==> config.mk <==
export PLATFORM = sky130hd
export DESIGN_NAME = int_pipe_top
export DESIGN_NICKNAME = d
export VERILOG_FILES = /design/src/common/isa_pkg.sv /design/src/common/pipe_pkg.sv /design/src/common/fwd_if.sv /design/src/decode/reg_file.sv /design/src/decode/decode_stage.sv /design/src/execute/operand_forward.sv /design/src/execute/alu_execute.sv /design/src/result/result_pipe.sv /design/src/int_pipe_top.sv
export VERILOG_INCLUDE_DIRS = /design/src /design/src/common
export SDC_FILE = /design/constraint.sdc
export NUM_CORES = 2
export LEC_CHECK = 0
export ABC_AREA = 1
export BUFFER_PORTS_ARGS = -buffer_cell sky130_fd_sc_hd__buf_2
export CAP_MARGIN = 20
export CORE_MARGIN = 10
export CORE_UTILIZATION = 45
export CTS_BUF_LIST = sky130_fd_sc_hd__clkbuf_16
export CTS_CLUSTER_DIAMETER = 150
export DETAILED_ROUTE_END_ITERATION = 12
export REMOVE_ABC_BUFFERS = 1
export SYNTH_ARGS = -nofsm -noshare
export SYNTH_HDL_FRONTEND = slang
export SYNTH_SLANG_ARGS = --single-unit
export TNS_END_PERCENT = 100
==> constraint.sdc <==
create_clock -name clk -period 5.6 [get_ports clk]
set_input_delay 0.56 -clock clk [delete_from_list [all_inputs] [get_ports clk]]
set_output_delay 0.56 -clock clk [all_outputs]
set_load 0.05 [all_outputs]
==> src/common/core_params.svh <==
`ifndef CORE_PARAMS_SVH
`define CORE_PARAMS_SVH

////////////////////////////////////////////////////////////////////////////
// Core sizing shared by the packages, the interface and the RTL
////////////////////////////////////////////////////////////////////////////

// Data path width, one RV32I word
`define XLEN 32

// Architectural integer registers, x0 included
`define REG_COUNT 32

// Bits needed to name one register
`define REG_IDX_W 5

`endif

==> src/common/isa_pkg.sv <==
package isa_pkg;

  ////////////////////////////////////////////////////////////////////////////
  // Major opcodes of the supported subset
  ////////////////////////////////////////////////////////////////////////////

  typedef enum logic [6:0] {
    // Register-register arithmetic
    OP     = 7'b0110011,
    // Register-immediate arithmetic
    OP_IMM = 7'b0010011
  } opcode_e;

  // funct3 values, shared by the R and I forms
  localparam logic [2:0] F3_ADD_SUB = 3'b000;
  localparam logic [2:0] F3_SLL     = 3'b001;
  localparam logic [2:0] F3_SLT     = 3'b010;
  localparam logic [2:0] F3_SLTU    = 3'b011;
  localparam logic [2:0] F3_XOR     = 3'b100;
  localparam logic [2:0] F3_SRL_SRA = 3'b101;
  localparam logic [2:0] F3_OR      = 3'b110;
  localparam logic [2:0] F3_AND     = 3'b111;

  // funct7 values; bit 5 selects SUB and SRA
  localparam logic [6:0] F7_BASE = 7'b0000000;
  localparam logic [6:0] F7_ALT  = 7'b0100000;

  // ALU operation, one code per instruction kind
  typedef enum logic [3:0] {
    ALU_ADD,
    ALU_SUB,
    ALU_SLL,
    ALU_SLT,
    ALU_SLTU,
    ALU_XOR,
    ALU_SRL,
    ALU_SRA,
    ALU_OR,
    ALU_AND
  } alu_op_e;

  ////////////////////////////////////////////////////////////////////////////
  // Instruction word, seen as R or I format
  ////////////////////////////////////////////////////////////////////////////

  typedef struct packed {
    logic [6:0] funct7;
    logic [4:0] rs2;
    logic [4:0] rs1;
    logic [2:0] funct3;
    logic [4:0] rd;
    opcode_e    opcode;
  } r_fmt_t;

  typedef struct packed {
    logic [11:0] imm12;
    logic [4:0]  rs1;
    logic [2:0]  funct3;
    logic [4:0]  rd;
    opcode_e     opcode;
  } i_fmt_t;

  // Same 32 bits; the opcode picks the view
  typedef union packed {
    r_fmt_t r;
    i_fmt_t i;
  } instr_u;

endpackage

==> src/common/pipe_pkg.sv <==
`include "core_params.svh"

package pipe_pkg;

  // Decoded instruction held between ID and EX
  typedef struct packed {
    logic                  valid;
    isa_pkg::alu_op_e      alu_op;
    logic [`REG_IDX_W-1:0] rs1_idx;
    logic [`REG_IDX_W-1:0] rs2_idx;
    // Register file values as read in ID, may be stale
    logic [`XLEN-1:0]      rs1_val;
    logic [`XLEN-1:0]      rs2_val;
    // Sign-extended imm12
    logic [`XLEN-1:0]      imm;
    logic                  use_imm;
    logic [`REG_IDX_W-1:0] rd;
    logic                  regwrite;
  } id_ex_t;

  // Result record of EX/MEM, MEM/WB and WB/ID
  typedef struct packed {
    logic                  valid;
    logic                  regwrite;
    logic [`REG_IDX_W-1:0] rd;
    logic [`XLEN-1:0]      result;
  } wb_rec_t;

endpackage

==> src/common/fwd_if.sv <==
`timescale 1ns/1ps
`include "core_params.svh"

////////////////////////////////////////////////////////////////////////////
// Result record of one younger stage, as seen by forwarding
////////////////////////////////////////////////////////////////////////////

interface fwd_if;

  // Stage holds an instruction this cycle
  logic                  valid;

  // Instruction writes rd
  logic                  regwrite;

  // Destination register
  logic [`REG_IDX_W-1:0] rd;

  // Value that goes to rd
  logic [`XLEN-1:0]      result;

  // Stage register that owns the record
  modport source (
    output valid,
    output regwrite,
    output rd,
    output result
  );

  // Forwarding and the next stage
  modport sink (
    input valid,
    input regwrite,
    input rd,
    input result
  );

endinterface

==> src/decode/reg_file.sv <==
`timescale 1ns/1ps
`include "core_params.svh"

module reg_file (
  input  logic                  clk,
  input  logic                  arst_n,
  input  logic [`REG_IDX_W-1:0] rd_idx_a,
  input  logic [`REG_IDX_W-1:0] rd_idx_b,
  output logic [`XLEN-1:0]      rd_data_a,
  output logic [`XLEN-1:0]      rd_data_b,
  input  logic                  wr_en,
  input  logic [`REG_IDX_W-1:0] wr_idx,
  input  logic [`XLEN-1:0]      wr_data
);

  // x1 to x31 only, x0 has no storage
  logic [`XLEN-1:0] regs [1:`REG_COUNT-1];

  // Write at the rising edge, cleared to zero by reset
  always_ff @(posedge clk or negedge arst_n) begin
    if (!arst_n) begin
      for (int i = 1; i < `REG_COUNT; i++) begin
        regs[i] <= '0;
      end
    end else if (wr_en && (wr_idx != '0)) begin
      regs[wr_idx] <= wr_data;
    end
  end

  // Asynchronous read; x0 reads as zero
  assign rd_data_a = (rd_idx_a == '0) ? '0 : regs[rd_idx_a];
  assign rd_data_b = (rd_idx_b == '0) ? '0 : regs[rd_idx_b];

  // Write-back filters x0 before it gets here
  a_no_x0_write : assert property (
    @(posedge clk) disable iff (!arst_n)
    wr_en |-> (wr_idx != '0)
  ) else $error("reg_file: write enable with x0 as target");

endmodule

==> src/decode/decode_stage.sv <==
`timescale 1ns/1ps
`include "core_params.svh"

module decode_stage (
  input  logic                  clk,
  input  logic                  arst_n,
  input  logic                  instr_valid,
  input  isa_pkg::instr_u       instr,
  output logic [`REG_IDX_W-1:0] rs1_idx,
  output logic [`REG_IDX_W-1:0] rs2_idx,
  input  logic [`XLEN-1:0]      rs1_data,
  input  logic [`XLEN-1:0]      rs2_data,
  output pipe_pkg::id_ex_t      id_ex
);

  logic             is_op;
  logic             is_op_imm;
  isa_pkg::alu_op_e alu_op;
  logic [`XLEN-1:0] imm;
  pipe_pkg::id_ex_t id_ex_d;

  ////////////////////////////////////////////////////////////////////////////
  // Field extraction
  ////////////////////////////////////////////////////////////////////////////

  // Opcode sits in the same bits in both views
  assign is_op     = (instr.r.opcode == isa_pkg::OP);
  assign is_op_imm = (instr.i.opcode == isa_pkg::OP_IMM);

  assign rs1_idx = instr.i.rs1;
  // I-type has no rs2; zero keeps forwarding quiet on that side
  assign rs2_idx = is_op ? instr.r.rs2 : '0;

  // Sign-extended 12-bit immediate
  assign imm = {{(`XLEN-12){instr.i.imm12[11]}}, instr.i.imm12};

  // funct3 picks the operation
  // funct7 bit 5 selects SUB (R only) and SRA / SRAI
  always_comb begin
    case (instr.r.funct3)
      isa_pkg::F3_ADD_SUB: begin
        alu_op = (is_op && (instr.r.funct7 == isa_pkg::F7_ALT)) ?
                 isa_pkg::ALU_SUB : isa_pkg::ALU_ADD;
      end
      isa_pkg::F3_SLL:  alu_op = isa_pkg::ALU_SLL;
      isa_pkg::F3_SLT:  alu_op = isa_pkg::ALU_SLT;
      isa_pkg::F3_SLTU: alu_op = isa_pkg::ALU_SLTU;
      isa_pkg::F3_XOR:  alu_op = isa_pkg::ALU_XOR;
      isa_pkg::F3_SRL_SRA: begin
        // SRAI carries the same funct7 in the top of imm12
        alu_op = (instr.r.funct7 == isa_pkg::F7_BASE) ?
                 isa_pkg::ALU_SRL : isa_pkg::ALU_SRA;
      end
      isa_pkg::F3_OR:   alu_op = isa_pkg::ALU_OR;
      default:          alu_op = isa_pkg::ALU_AND;
    endcase
  end

  // Next ID/EX record
  always_comb begin
    id_ex_d.valid    = instr_valid;
    id_ex_d.alu_op   = alu_op;
    id_ex_d.rs1_idx  = rs1_idx;
    id_ex_d.rs2_idx  = rs2_idx;
    id_ex_d.rs1_val  = rs1_data;
    id_ex_d.rs2_val  = rs2_data;
    id_ex_d.imm      = imm;
    id_ex_d.use_imm  = is_op_imm;
    id_ex_d.rd       = instr.r.rd;
    // Every supported operation writes rd
    id_ex_d.regwrite = instr_valid && (is_op || is_op_imm);
  end

  ////////////////////////////////////////////////////////////////////////////
  // ID/EX register
  ////////////////////////////////////////////////////////////////////////////

  always_ff @(posedge clk or negedge arst_n) begin
    if (!arst_n) begin
      id_ex <= '0;
    end else begin
      id_ex <= id_ex_d;
    end
  end

  // Only OP and OP_IMM are ever issued
  a_supported_opcode : assert property (
    @(posedge clk) disable iff (!arst_n)
    instr_valid |-> (is_op || is_op_imm)
  ) else $error("decode_stage: unsupported opcode %b", instr.r.opcode);

endmodule

==> src/execute/operand_forward.sv <==
`timescale 1ns/1ps
`include "core_params.svh"

module operand_forward (
  input  pipe_pkg::id_ex_t id_ex,
  fwd_if.sink              ex_mem,
  fwd_if.sink              mem_wb,
  fwd_if.sink              wb_id,
  output logic [`XLEN-1:0] op_a,
  output logic [`XLEN-1:0] op_b
);

  // Younger stages by priority, 0 = EX/MEM, 1 = MEM/WB, 2 = WB/ID
  logic [2:0]            stage_en;
  logic [`REG_IDX_W-1:0] stage_rd  [3];
  logic [`XLEN-1:0]      stage_res [3];
  logic [`XLEN-1:0]      fwd_rs2;

  ////////////////////////////////////////////////////////////////////////////
  // Collect the three result records
  ////////////////////////////////////////////////////////////////////////////

  assign stage_en[0]  = ex_mem.valid && ex_mem.regwrite;
  assign stage_rd[0]  = ex_mem.rd;
  assign stage_res[0] = ex_mem.result;

  assign stage_en[1]  = mem_wb.valid && mem_wb.regwrite;
  assign stage_rd[1]  = mem_wb.rd;
  assign stage_res[1] = mem_wb.result;

  // WB/ID covers the write that lands in the same edge as the ID read
  assign stage_en[2]  = wb_id.valid && wb_id.regwrite;
  assign stage_rd[2]  = wb_id.rd;
  assign stage_res[2] = wb_id.result;

  // Walks oldest to youngest, so the nearest producer wins
  // Source x0 keeps its register file zero
  function automatic logic [`XLEN-1:0] forward_src(
    input logic [`REG_IDX_W-1:0] src,
    input logic [`XLEN-1:0]      reg_val
  );
    logic [`XLEN-1:0] val;
    val = reg_val;
    for (int s = 2; s >= 0; s--) begin
      if ((src != '0) && stage_en[s] && (stage_rd[s] == src)) begin
        val = stage_res[s];
      end
    end
    return val;
  endfunction

  always_comb begin
    op_a    = forward_src(id_ex.rs1_idx, id_ex.rs1_val);
    fwd_rs2 = forward_src(id_ex.rs2_idx, id_ex.rs2_val);
    // Immediate replaces rs2 for OP_IMM
    op_b    = id_ex.use_imm ? id_ex.imm : fwd_rs2;
  end

  // A live operand never carries X, whatever stage it came from
  always_comb begin
    if (id_ex.valid) begin
      a_operands_known : assert (!$isunknown({op_a, op_b}))
        else $error("operand_forward: unknown operand, rs1=%0d rs2=%0d",
                    id_ex.rs1_idx, id_ex.rs2_idx);
    end
  end

endmodule

==> src/execute/alu_execute.sv <==
`timescale 1ns/1ps
`include "core_params.svh"

module alu_execute (
  input  logic             clk,
  input  logic             arst_n,
  input  pipe_pkg::id_ex_t id_ex,
  input  logic [`XLEN-1:0] op_a,
  input  logic [`XLEN-1:0] op_b,
  fwd_if.source            ex_mem
);

  logic [4:0]        shamt;
  logic [`XLEN-1:0]  alu_res;
  pipe_pkg::wb_rec_t ex_mem_q;

  // Shift amount, low five bits of the second operand
  assign shamt = op_b[4:0];

  ////////////////////////////////////////////////////////////////////////////
  // ALU
  ////////////////////////////////////////////////////////////////////////////

  always_comb begin
    case (id_ex.alu_op)
      isa_pkg::ALU_ADD:  alu_res = op_a + op_b;
      isa_pkg::ALU_SUB:  alu_res = op_a - op_b;
      isa_pkg::ALU_SLL:  alu_res = op_a << shamt;
      // Compare results are zero-extended to the full word
      isa_pkg::ALU_SLT: begin
        alu_res = {{(`XLEN-1){1'b0}}, ($signed(op_a) < $signed(op_b))};
      end
      isa_pkg::ALU_SLTU: begin
        alu_res = {{(`XLEN-1){1'b0}}, (op_a < op_b)};
      end
      isa_pkg::ALU_XOR:  alu_res = op_a ^ op_b;
      isa_pkg::ALU_SRL:  alu_res = op_a >> shamt;
      // Arithmetic shift copies the sign bit in
      isa_pkg::ALU_SRA:  alu_res = $unsigned($signed(op_a) >>> shamt);
      isa_pkg::ALU_OR:   alu_res = op_a | op_b;
      default:           alu_res = op_a & op_b;
    endcase
  end

  ////////////////////////////////////////////////////////////////////////////
  // EX/MEM register
  ////////////////////////////////////////////////////////////////////////////

  always_ff @(posedge clk or negedge arst_n) begin
    if (!arst_n) begin
      ex_mem_q <= '0;
    end else begin
      ex_mem_q.valid    <= id_ex.valid;
      ex_mem_q.regwrite <= id_ex.regwrite;
      ex_mem_q.rd       <= id_ex.rd;
      ex_mem_q.result   <= alu_res;
    end
  end

  // Record out to forwarding and the result pipe
  assign ex_mem.valid    = ex_mem_q.valid;
  assign ex_mem.regwrite = ex_mem_q.regwrite;
  assign ex_mem.rd       = ex_mem_q.rd;
  assign ex_mem.result   = ex_mem_q.result;

endmodule

==> src/result/result_pipe.sv <==
`timescale 1ns/1ps
`include "core_params.svh"

module result_pipe (
  input  logic                  clk,
  input  logic                  arst_n,
  fwd_if.sink                   ex_mem,
  fwd_if.source                 mem_wb,
  fwd_if.source                 wb_id,
  output logic                  wr_en,
  output logic [`REG_IDX_W-1:0] wr_idx,
  output logic [`XLEN-1:0]      wr_data,
  output logic                  retire_valid,
  output logic [`REG_IDX_W-1:0] retire_rd,
  output logic [`XLEN-1:0]      retire_data
);

  pipe_pkg::wb_rec_t mem_wb_q;
  pipe_pkg::wb_rec_t wb_id_q;

  ////////////////////////////////////////////////////////////////////////////
  // MEM/WB and WB/ID registers
  ////////////////////////////////////////////////////////////////////////////

  always_ff @(posedge clk or negedge arst_n) begin
    if (!arst_n) begin
      mem_wb_q <= '0;
      wb_id_q  <= '0;
    end else begin
      mem_wb_q.valid    <= ex_mem.valid;
      mem_wb_q.regwrite <= ex_mem.regwrite;
      mem_wb_q.rd       <= ex_mem.rd;
      mem_wb_q.result   <= ex_mem.result;
      // Kept one more cycle, after the register file took it
      wb_id_q           <= mem_wb_q;
    end
  end

  assign mem_wb.valid    = mem_wb_q.valid;
  assign mem_wb.regwrite = mem_wb_q.regwrite;
  assign mem_wb.rd       = mem_wb_q.rd;
  assign mem_wb.result   = mem_wb_q.result;

  assign wb_id.valid     = wb_id_q.valid;
  assign wb_id.regwrite  = wb_id_q.regwrite;
  assign wb_id.rd        = wb_id_q.rd;
  assign wb_id.result    = wb_id_q.result;

  // Register file write; x0 targets retire but are not written
  assign wr_en   = mem_wb_q.valid && mem_wb_q.regwrite && (mem_wb_q.rd != '0);
  assign wr_idx  = mem_wb_q.rd;
  assign wr_data = mem_wb_q.result;

  // Retire port shows the same MEM/WB record
  assign retire_valid = mem_wb_q.valid;
  assign retire_rd    = mem_wb_q.rd;
  assign retire_data  = mem_wb_q.result;

endmodule

==> src/int_pipe_top.sv <==
`timescale 1ns/1ps
`include "core_params.svh"

module int_pipe_top (
  input  logic        clk,
  input  logic        arst_n,
  input  logic        instr_valid,
  input  logic [31:0] instr,
  output logic        retire_valid,
  output logic [4:0]  retire_rd,
  output logic [31:0] retire_data
);

  logic [`REG_IDX_W-1:0] rs1_idx;
  logic [`REG_IDX_W-1:0] rs2_idx;
  logic [`XLEN-1:0]      rs1_data;
  logic [`XLEN-1:0]      rs2_data;
  pipe_pkg::id_ex_t      id_ex;
  logic [`XLEN-1:0]      op_a;
  logic [`XLEN-1:0]      op_b;
  logic                  wr_en;
  logic [`REG_IDX_W-1:0] wr_idx;
  logic [`XLEN-1:0]      wr_data;

  // Result records of the three younger stages
  fwd_if ex_mem_fwd ();
  fwd_if mem_wb_fwd ();
  fwd_if wb_id_fwd ();

  ////////////////////////////////////////////////////////////////////////////
  // ID
  ////////////////////////////////////////////////////////////////////////////

  decode_stage u_decode (
    .clk         (clk),
    .arst_n      (arst_n),
    .instr_valid (instr_valid),
    .instr       (instr),
    .rs1_idx     (rs1_idx),
    .rs2_idx     (rs2_idx),
    .rs1_data    (rs1_data),
    .rs2_data    (rs2_data),
    .id_ex       (id_ex)
  );

  reg_file u_reg_file (
    .clk       (clk),
    .arst_n    (arst_n),
    .rd_idx_a  (rs1_idx),
    .rd_idx_b  (rs2_idx),
    .rd_data_a (rs1_data),
    .rd_data_b (rs2_data),
    .wr_en     (wr_en),
    .wr_idx    (wr_idx),
    .wr_data   (wr_data)
  );

  ////////////////////////////////////////////////////////////////////////////
  // EX
  ////////////////////////////////////////////////////////////////////////////

  operand_forward u_forward (
    .id_ex  (id_ex),
    .ex_mem (ex_mem_fwd),
    .mem_wb (mem_wb_fwd),
    .wb_id  (wb_id_fwd),
    .op_a   (op_a),
    .op_b   (op_b)
  );

  alu_execute u_alu (
    .clk    (clk),
    .arst_n (arst_n),
    .id_ex  (id_ex),
    .op_a   (op_a),
    .op_b   (op_b),
    .ex_mem (ex_mem_fwd)
  );

  ////////////////////////////////////////////////////////////////////////////
  // MEM/WB, WB/ID and retire
  ////////////////////////////////////////////////////////////////////////////

  result_pipe u_result (
    .clk          (clk),
    .arst_n       (arst_n),
    .ex_mem       (ex_mem_fwd),
    .mem_wb       (mem_wb_fwd),
    .wb_id        (wb_id_fwd),
    .wr_en        (wr_en),
    .wr_idx       (wr_idx),
    .wr_data      (wr_data),
    .retire_valid (retire_valid),
    .retire_rd    (retire_rd),
    .retire_data  (retire_data)
  );

endmodule

== After elaboration in Yosys (flattened, before gate mapping) ==
Index checks and enable logic that the tools add are counted.
Word-level totals
  register bits: 1207
  bits of input ports: 35
  logic and storage cells: 145
Cells by class
  add/sub/neg operators: 2
  magnitude comparators: 6
  eq/ne operators: 23
  shift-type cells: 3
  multiplexer cells: 23
  bitwise gates (word level): 6
  reductions and logical operators: 29
Operators with widths (number)
  $bwmux 992: 1
  $mux 32: 14
  $bmux 32 s5: 2
  $pmux 32 s9: 1
  $demux 32 s5: 1
  $lt 32x32->1: 2
  $add 32x32->32: 1
  $and 32x32->32: 1
  $or 32x32->32: 1
  $shl 32x5->32: 1
  $shr 32x5->32: 1
  $sshr 32x5->32: 1
  $sub 32x32->32: 1
  $xor 32x32->32: 1
  $eq 5x5->1: 6
  $pmux 4 s7: 1
  $logic_and 1x1->1: 20
  $ge 6x6->1 const B: 3
  $not 5->6: 3
  $eq 4x3->1 const B: 4
  $reduce_bool 5->1: 3
  $eq 7x6->1 const B: 2
  $logic_not 5->1: 2
  $eq 3x3->1 const B: 3
  13 further kinds: 16

== Depth between registers and ports, before layout ==
  depth after elaboration: 9
  mapped depth: 36

== By module ==
Synthesis repeated with hierarchy kept, for this count alone.
Unflattened totals
  cells, all modules: 12821
  area, all modules: 80639.8 sq um
Modules (own cells, without submodules)
  reg_file: times used 1, cells each 9451, area each 60080.1 sq um, sequential area each 24823.8 sq um
  alu_execute: times used 1, cells each 2091, area each 10963.0 sq um, sequential area each 975.9 sq um
  operand_forward: times used 1, cells each 951, area each 4170.2 sq um, sequential area each 0.0 sq um
  decode_stage: times used 1, cells each 167, area each 2880.3 sq um, sequential area each 2452.4 sq um
  result_pipe: times used 1, cells each 161, area each 2546.2 sq um, sequential area each 1951.9 sq um

== Worst setup path before layout ==
OpenSTA, ideal clock, no wires.
  kind: register to register
  start point: register, netlist name u_result.mem_wb.rd[4]
  end point: register, netlist name u_alu.ex_mem.result[22]
  library setup time: 0.117 ns
  data arrival time: 4.266 ns
  required time: 5.483 ns
  slack: 1.217 ns
  stages on the path, launching flop included: 30
  cells stage by stage: dfrtp_1 -> buf_2 -> xnor2_1 -> nand2_1 -> nor2_2 -> nand2_2 -> buf_6 -> o211ai_1 -> nand3_1 -> nand3_1 -> nand2_2 -> inv_2 -> buf_4 -> buf_2 -> ha_1 -> buf_2 -> a21oi_1 -> nand2_1 -> a21oi_1 -> o21ai_0 -> nand2_1 -> nand2_1 -> a21boi_0 -> o21ai_0 -> nand3_1 -> nand2_1 -> o21ai_0 -> nand3_1 -> nor2_1 -> nor2_1
On the way
  longest elaborated chain between the ends: 7
  elaborated cells on any way between the ends: 18
  those cells by class: add/sub (2); eq/ne (2); shift (3); mux (6); bitwise (3); reduce/logical (2)
Ends and longest elaborated chain
  $eq 5x5->1: line operand_forward.sv:45  | if ((src != '0) && stage_en[s] && (stage_rd[s] == src)) begin
  $logic_and 1x1->1: line operand_forward.sv:45
  $mux 32 (2 in series): line operand_forward.sv:45
  $mux 32: line operand_forward.sv:56  | op_b = id_ex.use_imm ? id_ex.imm : fwd_rs2;
  $sub 32x32->32 (tied with other cells): line alu_execute.sv:27  | isa_pkg::ALU_SUB: alu_res = op_a - op_b;
  $pmux 32 s9 *: line alu_execute.sv:25  | case (id_ex.alu_op)
  net u_alu.alu_res[22]: line alu_execute.sv:14  | logic [`XLEN-1:0] alu_res;
The timed path passes the listed nets; every way through them passes the cells marked *.
A chain may end at the register's enable or synchronous reset.

== Final worst setup path ==
  start point: register, netlist name u_result.mem_wb.rd[3]
  end point: register, netlist name u_alu.ex_mem.result[16]
On the way
  longest elaborated chain between the ends: 7
  elaborated cells on any way between the ends: 18
  those cells by class: add/sub (2); eq/ne (2); shift (3); mux (6); bitwise (3); reduce/logical (2)
Ends and longest elaborated chain (line)
  $eq 5x5->1: operand_forward.sv:45
  $logic_and 1x1->1: operand_forward.sv:45
  $mux 32 (2 in series): operand_forward.sv:45
  $mux 32: operand_forward.sv:56
  $sub 32x32->32 (tied with other cells): alu_execute.sv:27
  $pmux 32 s9 *: alu_execute.sv:25
  net u_alu.alu_res[16]: alu_execute.sv:14
Marks and branches as above.

==> flow_summary.ini <==
[clock_tree]
cts_max_level = 4
cts_made_buffers = 143
clk_latency_ns = 0.81
cts-root-buf = clkbuf_16
clockBufferDepth = 3
clock_sinks = 1207
cts_setup_buffers = 0
tritoncts = built
clk_pin_slew_ns = 0.06

[sta]
final-setup-viol-count = 0
period_needed_ns = 5.10
fin_crit_sh_pct = 91.1
rsz0062_at_grt = false
setup-tns-final_ns = 0
worst_slew_pin_slew_ns = 1.16
fin_ws_ns = 0.499
fin_skew_ns = 0.0336
maxSlewViolCount = 0
relSlewSlack_pct = 22.5
finalHoldViolations = 0
max_freq_mhz = 196

[route]
ant_nets = 0
post_drt_wl_per_cell_um = 26.9
vias = 72611
drt_first_pass_iters = 8
first_iter_violations = 10584
wl_um = 311000
viasPerCell = 6.29
drc = 0

[logic_synthesis]
syn_area_mm2 = 0.0709
ys.warnings.count = 0
synth-seq-cells = 1207
synth-edff-count = 0
synth_cell_types = 65
async_reset_ff_share_pct = 100
synth.avg_cell_area_um2 = 7.26
synth_cells = 9768
ys.flop_type = dfrtp_1
yosysSeqAreaShare_pct = 42.6

[power]
power.total_uw = 21900
power_density_mw_per_mm2 = 281
ir_drop_mv = 0.322
p_leak_uw = 0.0342

[status]
outcome = finished, final reports clean

[worst_setup_path]
cpMaxStageDelayCell = dfrtp_1
crit_arrival_ns = 5.77
cp.required_ns = 6.27
cp_slowest_stage_delay_ns = 0.51
critPathMaxFanout = 26
endpoint_kind = register
cp-start-kind = register
path_common_cell = buf_4
critical_path_class = reg -> reg

[global_routing]
gr-total-overflow = 0
antenna_found_initial = 15
grt_max_degree = 160
grt_pass1_vias = 68486
grt_pass1_wl_um = 460000
grt_usage_pct = 34.6

[floorplanning]
die_h_um = 417
die_area_mm2 = 0.174
num_rows = 145
die_width_um = 417
coreArea_mm2 = 0.156
initial_utilization_pct = 45.3
ios = 73

[layout]
layout_commonest_cell = nand2_1
multi_input_area_mm2 = 0.0356
mostFrequentLayoutCells = nand2_1, o21ai_0, dfrtp_1
final_area_mm2 = 0.0778
n_fill_cell = 15595
final-seq-area_mm2 = 0.0302
drive_gt1_share_pct = 7.16
area_growth_pct = 9.72
fin_nets = 9516
final_core_util_pct = 49.7

[placement]
portBuffers = 72
pre_cts_ws_ns = 0.535
placed_area_mm2 = 0.0729
dp_hpwl_um = 190000
gp_congestion = 1.02

[min_path]
hold_path_class = in -> reg

[run]
cap_violations = 0
-- layer usage --
layer | share of wire (%) | global-route usage, %
met1 | 41 | 46.6
met4 | 5.6 | 17.2
met2 | 43 | 51.8
met5 | 0.038 | 0
met3 | 11 | 8.22
-- cell families after synthesis --
logic type	share of synthesized area, %
xor gates and xnor gates	0.247
AOI/OAI and AO/OA	24.6
muxes	0.0424
and+or+nand+nor	23.2
adders and majority gates	1.77
buffers and inverters	7.56
DFF	42.6
-- layout make-up --
cell class / count / share of cell area, %
clock buffers: 145 / 4.66
well taps: 2058 / 3.31
diodes: 7 / 0.0225
inverters: 535 / 2.65
flip-flops and latches: 1207 / 38.8
clock inverters: 106 / 1.37
multi-input cells: 7183 / 45.8
repair buffers: 312 / 3.34
-- final timing paths --
kind | from | endpoint | slack, ns | cells past startpoint
min in group asynchronous | arst_n | u_reg_file.regs[385] | 0.28 | 2
min reg2reg | u_decode.id_ex[117] | u_alu.ex_mem.valid | 0.35 | 0
max reg2reg | u_result.mem_wb.rd[3] | u_alu.ex_mem.result[16] | 0.50 | 30
max | u_result.mem_wb.rd[3] | u_alu.ex_mem.result[16] | 0.50 | 30
min | instr[13] | u_decode.id_ex[116] | 0.05 | 3
max in group asynchronous | arst_n | u_reg_file.regs[556] | 3.72 | 3
-- stage by stage --
stage | hold WS, ns | cells
final | 0.0531 | 11553
after floorplan | 0.264 | 8925
after CTS | 0.00682 | 11543
after global routing | 0.0473 | 11548
after global placement | 0.347 | 11274
after detailed placement | 0.344 | 11274
-- critical path, delay by kind of cell (launching register included) --
family	cells	cell delay (ns)
simple gates	13	1.65
flops	1	0.51
fa+ha+maj	1	0.35
compound gates	7	0.92
buf+inv	9	1.55
-- synthesized netlist by cell type, drive strengths merged (3+ instances only) --
cell | number | share of area (%)
o21ai | 1667 | 12
clkbuf | 679 | 3.6
a31oi | 99 | 0.87
o211ai | 181 | 1.9
nor2 | 598 | 3.3
mux2i | 3 | 0.042
o22ai | 150 | 1.3
o21bai | 7 | 0.074
a221oi | 60 | 0.74
clkinv | 4 | 0.023
nand3 | 731 | 5.2
buf | 164 | 1.1
or2 | 63 | 0.56
inv | 531 | 2.8
nand4 | 27 | 0.24
a22oi | 29 | 0.31
o31ai | 45 | 0.48
o221ai | 68 | 0.84
o2111ai | 9 | 0.11
nor3 | 25 | 0.19
a21boi | 5 | 0.058
dfrtp | 1207 | 43
nand2 | 2541 | 14
nor4 | 7 | 0.062
a21oi | 604 | 4.4
and3 | 3 | 0.026
xnor2 | 10 | 0.12
nand3b | 10 | 0.11
o21a | 9 | 0.095
a32o | 44 | 0.62
a311oi | 4 | 0.049
a21o | 14 | 0.15
o32ai | 11 | 0.14
a221o | 6 | 0.085
xor2 | 10 | 0.12
ha | 97 | 1.7
o311ai | 36 | 0.44
-- state kept, by name (all words and copies together), names as in the netlist --
name and flops:
u_result.wb_id.valid 1, u_result.mem_wb.rd 5, u_result.wb_id.result 32, u_reg_file.regs 992
u_decode.id_ex 98, u_result.wb_id.rd 5, u_alu.ex_mem.result 32, u_result.wb_id.regwrite 1
u_alu.ex_mem.regwrite 1, u_result.mem_wb.result 32, u_result.mem_wb.regwrite 1, u_alu.ex_mem.valid 1
u_alu.ex_mem.rd 5, u_result.mem_wb.valid 1
-- power breakdown --
group / internal, uW / switching (uW) / leakage (uW) / total, uW
Clock: 5470 / 4060 / 0.00239 / 9530
Sequential: 8920 / 302 / 0.0166 / 9220
Combinational: 708 / 2410 / 0.0153 / 3110
-- timing repair --
action	4_1_cts	5_1_grt
gates resized for setup	0	1
endpoints found under the hold margin	128	0
setup endpoints to repair	0	1
hold buffers	18	0
(Power assumes the default switching activity.)
